## src/common/apu_pkg.sv

```systemverilog
// Shared constants and types for the arithmetic cluster.
// NB_CORES must stay a power of two, since core indices wrap in TAG_W bits.
// Latencies are counted from the ack cycle to the result cycle.

package apu_pkg;

   //////////////////////////////
   // Cluster sizing
   //////////////////////////////

   localparam int NB_CORES = 4;
   localparam int NB_TYPES = 2;
   localparam int TAG_W    = $clog2(NB_CORES);

   // Unit latencies in cycles
   localparam int MULT_LATENCY = 3;
   localparam int DIV_LATENCY  = 34;

   //////////////////////////////
   // Data types
   //////////////////////////////

   typedef logic [31:0]         word_t;
   typedef logic [TAG_W-1:0]    core_tag_t;
   typedef logic [NB_CORES-1:0] core_mask_t;

   // Raw opcode field, meaning depends on unit type
   typedef logic [1:0] op_t;

   typedef enum logic [$clog2(NB_TYPES)-1:0] {
      APU_MULT,
      APU_DIV
   } apu_type_e;

   typedef enum logic [1:0] {
      MUL_LO,
      MUL_H,
      MUL_HSU,
      MUL_HU
   } mult_op_e;

   typedef enum logic [1:0] {
      DIV_S,
      DIV_U,
      REM_S,
      REM_U
   } div_op_e;

endpackage

```

## src/common/apu_core_if.sv

```systemverilog
// Request and result bundle for one unit type, all cores side by side.
// Requests come from the splitter, acks and results from the arbiter.
// Ack and valid are single-cycle pulses, one bit per core.

`timescale 1ns/1ps

interface apu_core_if import apu_pkg::*; ();

   // Core to arbiter
   core_mask_t req;
   op_t        op        [NB_CORES];
   word_t      operand_a [NB_CORES];
   word_t      operand_b [NB_CORES];

   // Arbiter to core
   core_mask_t ack;
   core_mask_t valid;
   word_t      result    [NB_CORES];

   modport splitter (
      output req, op, operand_a, operand_b,
      input  ack, valid, result
   );

   modport arbiter (
      input  req, op, operand_a, operand_b,
      output ack, valid, result
   );

endinterface

```

## src/common/apu_unit_if.sv

```systemverilog
// Job and result bundle between an arbiter and its execution unit.
// A job moves on a rising edge with en and ready both high.
// Results are one-cycle pulses and are never stalled.

`timescale 1ns/1ps

interface apu_unit_if import apu_pkg::*; ();

   // Job issue
   logic      en;
   op_t       op;
   word_t     operand_a;
   word_t     operand_b;
   core_tag_t tag;

   // Unit status and result
   logic      ready;
   logic      res_valid;
   core_tag_t res_tag;
   word_t     result;

   modport arbiter (
      output en, op, operand_a, operand_b, tag,
      input  ready, res_valid, res_tag, result
   );

   modport unit (
      input  en, op, operand_a, operand_b, tag,
      output ready, res_valid, res_tag, result
   );

endinterface

```

## src/rtl/apu_arbiter.sv

```systemverilog
// Round-robin arbiter in front of one execution unit.
// Grant is combinational from req and ready, so ack and en share a cycle.
// Results are routed back by tag with no buffering.

`timescale 1ns/1ps

module apu_arbiter import apu_pkg::*; (
   input  logic       clk_i,
   input  logic       rst_i,
   apu_core_if.arbiter cores,
   apu_unit_if.arbiter unit
);

   core_tag_t ptr_q;
   core_tag_t gnt_idx;
   logic      found;

   //////////////////////////////
   // Grant selection
   //////////////////////////////

   // First requester at or after the pointer
   always_comb begin
      core_tag_t idx;
      found   = 1'b0;
      gnt_idx = ptr_q;
      for (int k = 0; k < NB_CORES; k++) begin
         idx = core_tag_t'(ptr_q + k);
         if (!found && cores.req[idx]) begin
            found   = 1'b1;
            gnt_idx = idx;
         end
      end
   end

   // Pointer skips past the core that won
   always_ff @(posedge clk_i) begin
      if (rst_i) begin
         ptr_q <= '0;
      end else if (unit.en) begin
         ptr_q <= core_tag_t'(gnt_idx + 1'b1);
      end
   end

   //////////////////////////////
   // Job issue
   //////////////////////////////

   assign unit.en        = unit.ready & found;
   assign unit.tag       = gnt_idx;
   assign unit.op        = cores.op[gnt_idx];
   assign unit.operand_a = cores.operand_a[gnt_idx];
   assign unit.operand_b = cores.operand_b[gnt_idx];

   assign cores.ack = unit.en ? (core_mask_t'(1) << gnt_idx) : '0;

   //////////////////////////////
   // Result return
   //////////////////////////////

   assign cores.valid = unit.res_valid ? (core_mask_t'(1) << unit.res_tag) : '0;

   // Only the owning core's slot carries the word
   always_comb begin
      for (int i = 0; i < NB_CORES; i++) begin
         if (cores.valid[i]) begin
            cores.result[i] = unit.result;
         end else begin
            cores.result[i] = '0;
         end
      end
   end

endmodule

```

## src/rtl/apu_cluster.sv

```systemverilog
// Shared integer multiplier and divider for NB_CORES cores.
// One outstanding request per core. Results are pulses with no back-pressure,
// so a core must take valid_o and result_o in the cycle they appear.

`timescale 1ns/1ps

module apu_cluster import apu_pkg::*; (
   input  logic       clk_i,
   input  logic       rst_i,
   input  core_mask_t req_i,
   input  apu_type_e  type_i      [NB_CORES],
   input  op_t        op_i        [NB_CORES],
   input  word_t      operand_a_i [NB_CORES],
   input  word_t      operand_b_i [NB_CORES],
   output core_mask_t ack_o,
   output core_mask_t valid_o,
   output word_t      result_o    [NB_CORES]
);

   apu_core_if mult_core ();
   apu_core_if div_core ();
   apu_unit_if mult_unit ();
   apu_unit_if div_unit ();

   //////////////////////////////
   // Core side routing
   //////////////////////////////

   apu_splitter apu_splitter_i (
      .req_i       (req_i),
      .type_i      (type_i),
      .op_i        (op_i),
      .operand_a_i (operand_a_i),
      .operand_b_i (operand_b_i),
      .ack_o       (ack_o),
      .valid_o     (valid_o),
      .result_o    (result_o),
      .mult_port   (mult_core),
      .div_port    (div_core)
   );

   //////////////////////////////
   // Multiplier path
   //////////////////////////////

   apu_arbiter mult_arbiter_i (
      .clk_i (clk_i),
      .rst_i (rst_i),
      .cores (mult_core),
      .unit  (mult_unit)
   );

   int_mult_unit int_mult_unit_i (
      .clk_i (clk_i),
      .rst_i (rst_i),
      .unit  (mult_unit)
   );

   //////////////////////////////
   // Divider path
   //////////////////////////////

   apu_arbiter div_arbiter_i (
      .clk_i (clk_i),
      .rst_i (rst_i),
      .cores (div_core),
      .unit  (div_unit)
   );

   int_div_unit int_div_unit_i (
      .clk_i (clk_i),
      .rst_i (rst_i),
      .unit  (div_unit)
   );

endmodule

```

## src/rtl/apu_splitter.sv

```systemverilog
// Steers each core request to the arbiter of its unit type.
// Purely combinational. Assumes a core never has results from both
// unit types in the same cycle.

`timescale 1ns/1ps

module apu_splitter import apu_pkg::*; (
   input  core_mask_t          req_i,
   input  apu_type_e           type_i      [NB_CORES],
   input  op_t                 op_i        [NB_CORES],
   input  word_t               operand_a_i [NB_CORES],
   input  word_t               operand_b_i [NB_CORES],
   output core_mask_t          ack_o,
   output core_mask_t          valid_o,
   output word_t               result_o    [NB_CORES],
   apu_core_if.splitter        mult_port,
   apu_core_if.splitter        div_port
);

   // Opcode and operands go to both arbiters, only req is steered
   assign mult_port.op        = op_i;
   assign mult_port.operand_a = operand_a_i;
   assign mult_port.operand_b = operand_b_i;

   assign div_port.op         = op_i;
   assign div_port.operand_a  = operand_a_i;
   assign div_port.operand_b  = operand_b_i;

   always_comb begin
      for (int i = 0; i < NB_CORES; i++) begin
         mult_port.req[i] = req_i[i] && (type_i[i] == APU_MULT);
         div_port.req[i]  = req_i[i] && (type_i[i] == APU_DIV);
      end
   end

   //////////////////////////////
   // Merge of returns
   //////////////////////////////

   assign ack_o   = mult_port.ack | div_port.ack;
   assign valid_o = mult_port.valid | div_port.valid;

   // Result from whichever type flags valid for this core
   always_comb begin
      for (int i = 0; i < NB_CORES; i++) begin
         if (mult_port.valid[i]) begin
            result_o[i] = mult_port.result[i];
         end else begin
            result_o[i] = div_port.result[i];
         end
      end
   end

endmodule

```

## src/rtl/int_div/int_div_unit.sv

```systemverilog
// Iterative radix-2 divider, quotient or remainder, one job at a time.
// Busy from acceptance until res_valid, which comes DIV_LATENCY cycles later.
// Divide by zero returns all ones or the dividend, as RISC-V does.

`timescale 1ns/1ps

module int_div_unit import apu_pkg::*; (
   input  logic      clk_i,
   input  logic      rst_i,
   apu_unit_if.unit  unit
);

   typedef enum logic [1:0] {
      IDLE,
      CALC,
      DONE
   } div_state_e;

   div_state_e  state_q;
   logic [4:0]  cnt_q;
   logic        res_valid_q;

   word_t       quo_q;
   word_t       rem_q;
   word_t       dvs_q;
   logic        is_rem_q;
   logic        neg_q_q;
   logic        neg_r_q;
   core_tag_t   tag_q;
   word_t       result_q;
   core_tag_t   res_tag_q;

   div_op_e     op_in;
   logic        sgn_in;
   logic        sign_a;
   logic        sign_b;
   word_t       mag_a;
   word_t       mag_b;
   logic [32:0] rem_sh;
   logic [32:0] diff;
   word_t       quo_fin;
   word_t       rem_fin;

   //////////////////////////////
   // Operand decode
   //////////////////////////////

   assign op_in  = div_op_e'(unit.op);
   assign sgn_in = (op_in == DIV_S) || (op_in == REM_S);
   assign sign_a = sgn_in & unit.operand_a[31];
   assign sign_b = sgn_in & unit.operand_b[31];
   assign mag_a  = sign_a ? -unit.operand_a : unit.operand_a;
   assign mag_b  = sign_b ? -unit.operand_b : unit.operand_b;

   // One restoring step, dividend bits shift out of quo_q
   assign rem_sh = {rem_q, quo_q[31]};
   assign diff   = rem_sh - {1'b0, dvs_q};

   // MIN / -1 falls out as 0x80000000 with remainder 0
   assign quo_fin = neg_q_q ? -quo_q : quo_q;
   assign rem_fin = neg_r_q ? -rem_q : rem_q;

   //////////////////////////////
   // Control FSM
   //////////////////////////////

   always_ff @(posedge clk_i) begin
      if (rst_i) begin
         state_q     <= IDLE;
         cnt_q       <= '0;
         res_valid_q <= 1'b0;
      end else begin
         res_valid_q <= 1'b0;
         case (state_q)
            IDLE: begin
               if (unit.en) begin
                  state_q <= CALC;
                  cnt_q   <= '0;
               end
            end
            CALC: begin
               cnt_q <= cnt_q + 1'b1;
               if (cnt_q == 5'(DIV_LATENCY - 3)) begin
                  state_q <= DONE;
               end
            end
            DONE: begin
               res_valid_q <= 1'b1;
               state_q     <= IDLE;
            end
            default: state_q <= IDLE;
         endcase
      end
   end

   //////////////////////////////
   // Datapath
   //////////////////////////////

   always_ff @(posedge clk_i) begin
      case (state_q)
         IDLE: begin
            if (unit.en) begin
               quo_q    <= mag_a;
               rem_q    <= '0;
               dvs_q    <= mag_b;
               is_rem_q <= (op_in == REM_S) || (op_in == REM_U);
               // Zero divisor keeps the quotient at all ones
               neg_q_q  <= (sign_a ^ sign_b) && (|unit.operand_b);
               neg_r_q  <= sign_a;
               tag_q    <= unit.tag;
            end
         end
         CALC: begin
            if (!diff[32]) begin
               rem_q <= diff[31:0];
               quo_q <= {quo_q[30:0], 1'b1};
            end else begin
               rem_q <= rem_sh[31:0];
               quo_q <= {quo_q[30:0], 1'b0};
            end
         end
         DONE: begin
            result_q  <= is_rem_q ? rem_fin : quo_fin;
            res_tag_q <= tag_q;
         end
         default: ;
      endcase
   end

   assign unit.ready     = (state_q == IDLE);
   assign unit.res_valid = res_valid_q;
   assign unit.res_tag   = res_tag_q;
   assign unit.result    = result_q;

endmodule

```

## src/rtl/int_mult/int_mult_unit.sv

```systemverilog
// Three-stage 32x32 integer multiplier, one job per cycle.
// Always ready. Result MULT_LATENCY cycles after acceptance.

`timescale 1ns/1ps

module int_mult_unit import apu_pkg::*; (
   input  logic      clk_i,
   input  logic      rst_i,
   apu_unit_if.unit  unit
);

   mult_op_e           op_in;
   logic               sgn_a;
   logic               sgn_b;

   logic               valid_s1, valid_s2, valid_s3;
   core_tag_t          tag_s1, tag_s2, tag_s3;
   logic               hi_s1, hi_s2;
   logic signed [32:0] a_s1, b_s1;
   logic [63:0]        prod_s2;
   word_t              res_s3;

   // Signedness per operand, low word does not care
   assign op_in = mult_op_e'(unit.op);
   assign sgn_a = (op_in == MUL_H) || (op_in == MUL_HSU);
   assign sgn_b = (op_in == MUL_H);

   assign unit.ready = 1'b1;

   always_ff @(posedge clk_i) begin
      if (rst_i) begin
         valid_s1 <= 1'b0;
         valid_s2 <= 1'b0;
         valid_s3 <= 1'b0;
      end else begin
         valid_s1 <= unit.en;
         valid_s2 <= valid_s1;
         valid_s3 <= valid_s2;
      end
   end

   always_ff @(posedge clk_i) begin
      // Stage 1: extended operands
      a_s1   <= {sgn_a & unit.operand_a[31], unit.operand_a};
      b_s1   <= {sgn_b & unit.operand_b[31], unit.operand_b};
      hi_s1  <= (op_in != MUL_LO);
      tag_s1 <= unit.tag;
      // Stage 2: full product
      prod_s2 <= 64'(a_s1) * 64'(b_s1);
      hi_s2   <= hi_s1;
      tag_s2  <= tag_s1;
      // Stage 3: word select
      res_s3 <= hi_s2 ? prod_s2[63:32] : prod_s2[31:0];
      tag_s3 <= tag_s2;
   end

   assign unit.res_valid = valid_s3;
   assign unit.res_tag   = tag_s3;
   assign unit.result    = res_s3;

endmodule

```

## config.mk

```make
export PLATFORM = sky130hd
export DESIGN_NAME = apu_cluster
export DESIGN_NICKNAME = d
export VERILOG_FILES = /design/src/common/apu_pkg.sv /design/src/common/apu_core_if.sv /design/src/common/apu_unit_if.sv /design/src/rtl/apu_arbiter.sv /design/src/rtl/apu_cluster.sv /design/src/rtl/apu_splitter.sv /design/src/rtl/int_div/int_div_unit.sv /design/src/rtl/int_mult/int_mult_unit.sv
export SDC_FILE = /design/constraint.sdc
export NUM_CORES = 2
export LEC_CHECK = 0
export ABC_AREA = 1
export BUFFER_PORTS_ARGS = -buffer_cell sky130_fd_sc_hd__buf_2
export CORE_ASPECT_RATIO = 1.1
export CORE_MARGIN = 2
export CORE_UTILIZATION = 30
export DETAILED_ROUTE_END_ITERATION = 10
export HOLD_SLACK_MARGIN = 0.06
export PLACE_DENSITY = 0.54
export SYNTH_ARGS = -nofsm -noshare
export SYNTH_HDL_FRONTEND = slang
export SYNTH_SLANG_ARGS = --single-unit
```

## constraint.sdc

```tcl
create_clock -name clk_i -period 10.35 [get_ports clk_i]
set_clock_uncertainty 0.05 [all_clocks]
set_input_delay 1.5525 -clock clk_i [delete_from_list [all_inputs] [get_ports clk_i]]
set_output_delay 1.5525 -clock clk_i [all_outputs]
set_load 0.05 [all_outputs]
```

==> metrics.cfg <==
[global_routing]
track_usage=0.2153
grt_max_degree=66
grt_antenna_before_repair=42
grt_pass1_wl_mm=332.7
grt_pass1_vias=53557
grt-ovfl-total=0

[worst_setup_path]
critPathMaxStageDelay_ns=1.16
crit_end=int_mult_unit_i.prod_s2[63]$_DFF_P_
slowest_stage=fa_1
path_class=reg2reg
crit_path_start=int_mult_unit_i.a_s1[32]$_DFF_P_
r2r-end=int_mult_unit_i.prod_s2[63]$_DFF_P_
worst_ep_required_time_ns=10.76
cp.depth=28
critPathArrivalTime_ns=8.85
path_buf_inv=9
reg2regPathDepth=28
start_kind=flip-flop
endpoint_kind=flip-flop
cp_top_family=adder cells
reg2reg_slack_ns=1.91
path_max_fanout=26
regToRegStartpoint=int_mult_unit_i.a_s1[32]$_DFF_P_

[logic_synthesis]
synth_edf_count=135
syn-num-nets=9559
syn_area_um2=60350
synth_ff_type=dfxtp_1
synthArstFlopShare=0
seq_area_frac_synth=0.1285
ys_types=64
yosys_warnings=0
yosys_register_bits=320
syn_inst=7899
syn_avg_cell_area_um2=7.640

[final_layout]
fin_util=0.3317
final_cell_mix=2057 x inv_1, 1875 x nand2_1, 1126 x fa_1
layout_commonest_cell=inv_1
fillCellCount=21196
final_nets=9706
design_area_um2=66320
drive_gt1_frac=0.08950
areaGrowthSynthToFinish_pct=9.897

[job]
drv_cap=0

[floorplan]
core-area_um2=199900
initial_core_util=0.3019
rows=172
die_y_um=474.4
io-pin-count=410
die_width_um=431.7
die_area_um2=204800

[clock_tree]
cts_buffer_depth=3
cts_sinks=320
root_buffer=clkbuf_16
numCtsBuffers=41
post_cts_buffers=0
clock_latency_ns=0.62
post_cts_resized=0
cts_tree=yes
clk_pin_slew_ns=0.07
h-tree-depth=2
cts_hold_buf=0

[drt]
wl_mm=219.1
via_count=51306
first_pass_iters=6
viasPerCell=4.790
drt-initial-drc-count=3474
drc=0
ant_nets=0
wl_per_cell_um=20.45

[placed_design]
hpwlAfterDp_mm=182.7
placedInstanceArea_um2=64780
globalplace.congestion=0.9616
port_buffers=409

[sta]
final_max_slew_viol_count=0
hold_viol=0
grt_setup_unrepaired=false
min_period_over_period=0.8158
fmax_mhz=118.4
period_minus_slack_ns=8.444
relSlewSlack=0.09456
tightest_slew_ns=1.358
setup_viol=0
finalSetupTns_ns=0

[hold_path]
worstHoldPathType=reg2reg

[run_status]
status=complete, no violations

-- metal layers --
layer	GRT usage	wire, µm
met1	0.2633	87330
met2	0.3753	106600
met3	0.02759	13140
met4	0.09994	11900
met5	0	111
-- synth_stat cells, drive strengths merged (28+ instances only) --
library cell | count | area, µm²
a21oi | 231 | 1167
buf | 65 | 488.0
clkbuf | 352 | 1321
dfxtp | 185 | 3704
edfxtp | 135 | 4054
fa | 1126 | 22540
ha | 260 | 3253
inv | 2071 | 7779
mux2 | 32 | 360.4
nand2 | 1893 | 7163
nand3 | 175 | 898.4
nand4 | 28 | 187.7
nor2 | 534 | 2077
nor3 | 46 | 230.2
o211ai | 28 | 245.2
o21ai | 289 | 1461
o22ai | 140 | 875.8
o32ai | 54 | 473.0
xnor2 | 45 | 394.1
xor2 | 93 | 814.5
-- through the flow --
stage / instances / worst slack (ns) / hold WS, ns
finish: 10711 / 1.906 / 0.2785
CTS: 10688 / 1.944 / 0.2814
global route: 10697 / 1.478 / 0.2833
floorplan: 7899 / 2.790 / 0.2596
detailed placement: 10613 / 1.991 / 0.2671
global placement: 10613 / 1.862 / 0.2679
-- cell type report --
class | count | area, µm² | share of cell area
diodes | 23 | 57.56 | 0.0008678
well taps | 2610 | 3266 | 0.04924
clock inverters | 26 | 352.8 | 0.005320
clock buffers | 49 | 1130 | 0.01703
inverters | 2073 | 7790 | 0.1175
flip-flops and latches | 320 | 7760 | 0.1170
repair buffers | 521 | 2913 | 0.04392
multi-input cells | 5089 | 43060 | 0.6492
-- worst register-to-register path: cells and delay by family (launching register included) --
family	cells	cell delay [ns]
fa+ha+maj	9	5.15
compound gates	2	0.38
simple gates	7	1.21
flops	1	0.39
buf+inv	9	0.95
xor+xnor	1	0.17
-- flip-flops by register name, indices dropped and copies added, names as in the netlist, 2 cells and up --
signal and count:
int_div_unit_i.tag_q 2, int_mult_unit_i.prod_s2 64, int_div_unit_i.quo_q 32, int_mult_unit_i.unit.res_tag 2
int_mult_unit_i.unit.result 32, int_div_unit_i.unit.result 32, int_div_unit_i.dvs_q 32, int_div_unit_i.state_q 2
int_mult_unit_i.tag_s2 2, int_div_unit_i.rem_q 32, int_mult_unit_i.a_s1 33, div_arbiter_i.ptr_q 2
mult_arbiter_i.ptr_q 2, int_div_unit_i.cnt_q 5, int_mult_unit_i.tag_s1 2, int_div_unit_i.unit.res_tag 2
int_mult_unit_i.b_s1 33
-- worst min path at each step --
| stage | start | end | slack (ns) | cells past startpoint |
|---|---|---|---|---|
| 6_report | int_mult_unit_i.hi_s1$_DFF_P_ | int_mult_unit_i.hi_s2$_DFF_P_ | 0.28 | 0 |
| 5_1_grt | int_mult_unit_i.hi_s1$_DFF_P_ | int_mult_unit_i.hi_s2$_DFF_P_ | 0.28 | 0 |
| 4_1_cts | int_mult_unit_i.hi_s1$_DFF_P_ | int_mult_unit_i.hi_s2$_DFF_P_ | 0.28 | 0 |
| 3_5_place_dp | int_mult_unit_i.tag_s2[0]$_DFF_P_ | int_mult_unit_i.unit.res_tag[0]$_DFF_P_ | 0.27 | 0 |
| 3_3_place_gp | int_mult_unit_i.tag_s2[0]$_DFF_P_ | int_mult_unit_i.unit.res_tag[0]$_DFF_P_ | 0.27 | 0 |
| 2_1_floorplan | int_mult_unit_i.hi_s1$_DFF_P_ | int_mult_unit_i.hi_s2$_DFF_P_ | 0.26 | 0 |
-- cell families (layout without fill, tap and decap cells) --
family,after synthesis,count (layout),share of synthesized area
buf+inv,2490,2669,0.1590
other cells,0,23,0
mux,32,32,0.005971
fa+ha+maj,1386,1386,0.4274
simple gates,2713,2713,0.1789
compound gates,820,820,0.08019
flops,320,320,0.1285
xor+xnor,138,138,0.02003
Power is left out: the tool's default activity adds up to more than one toggle a clock period on the data nets, which glitch-free logic cannot reach.
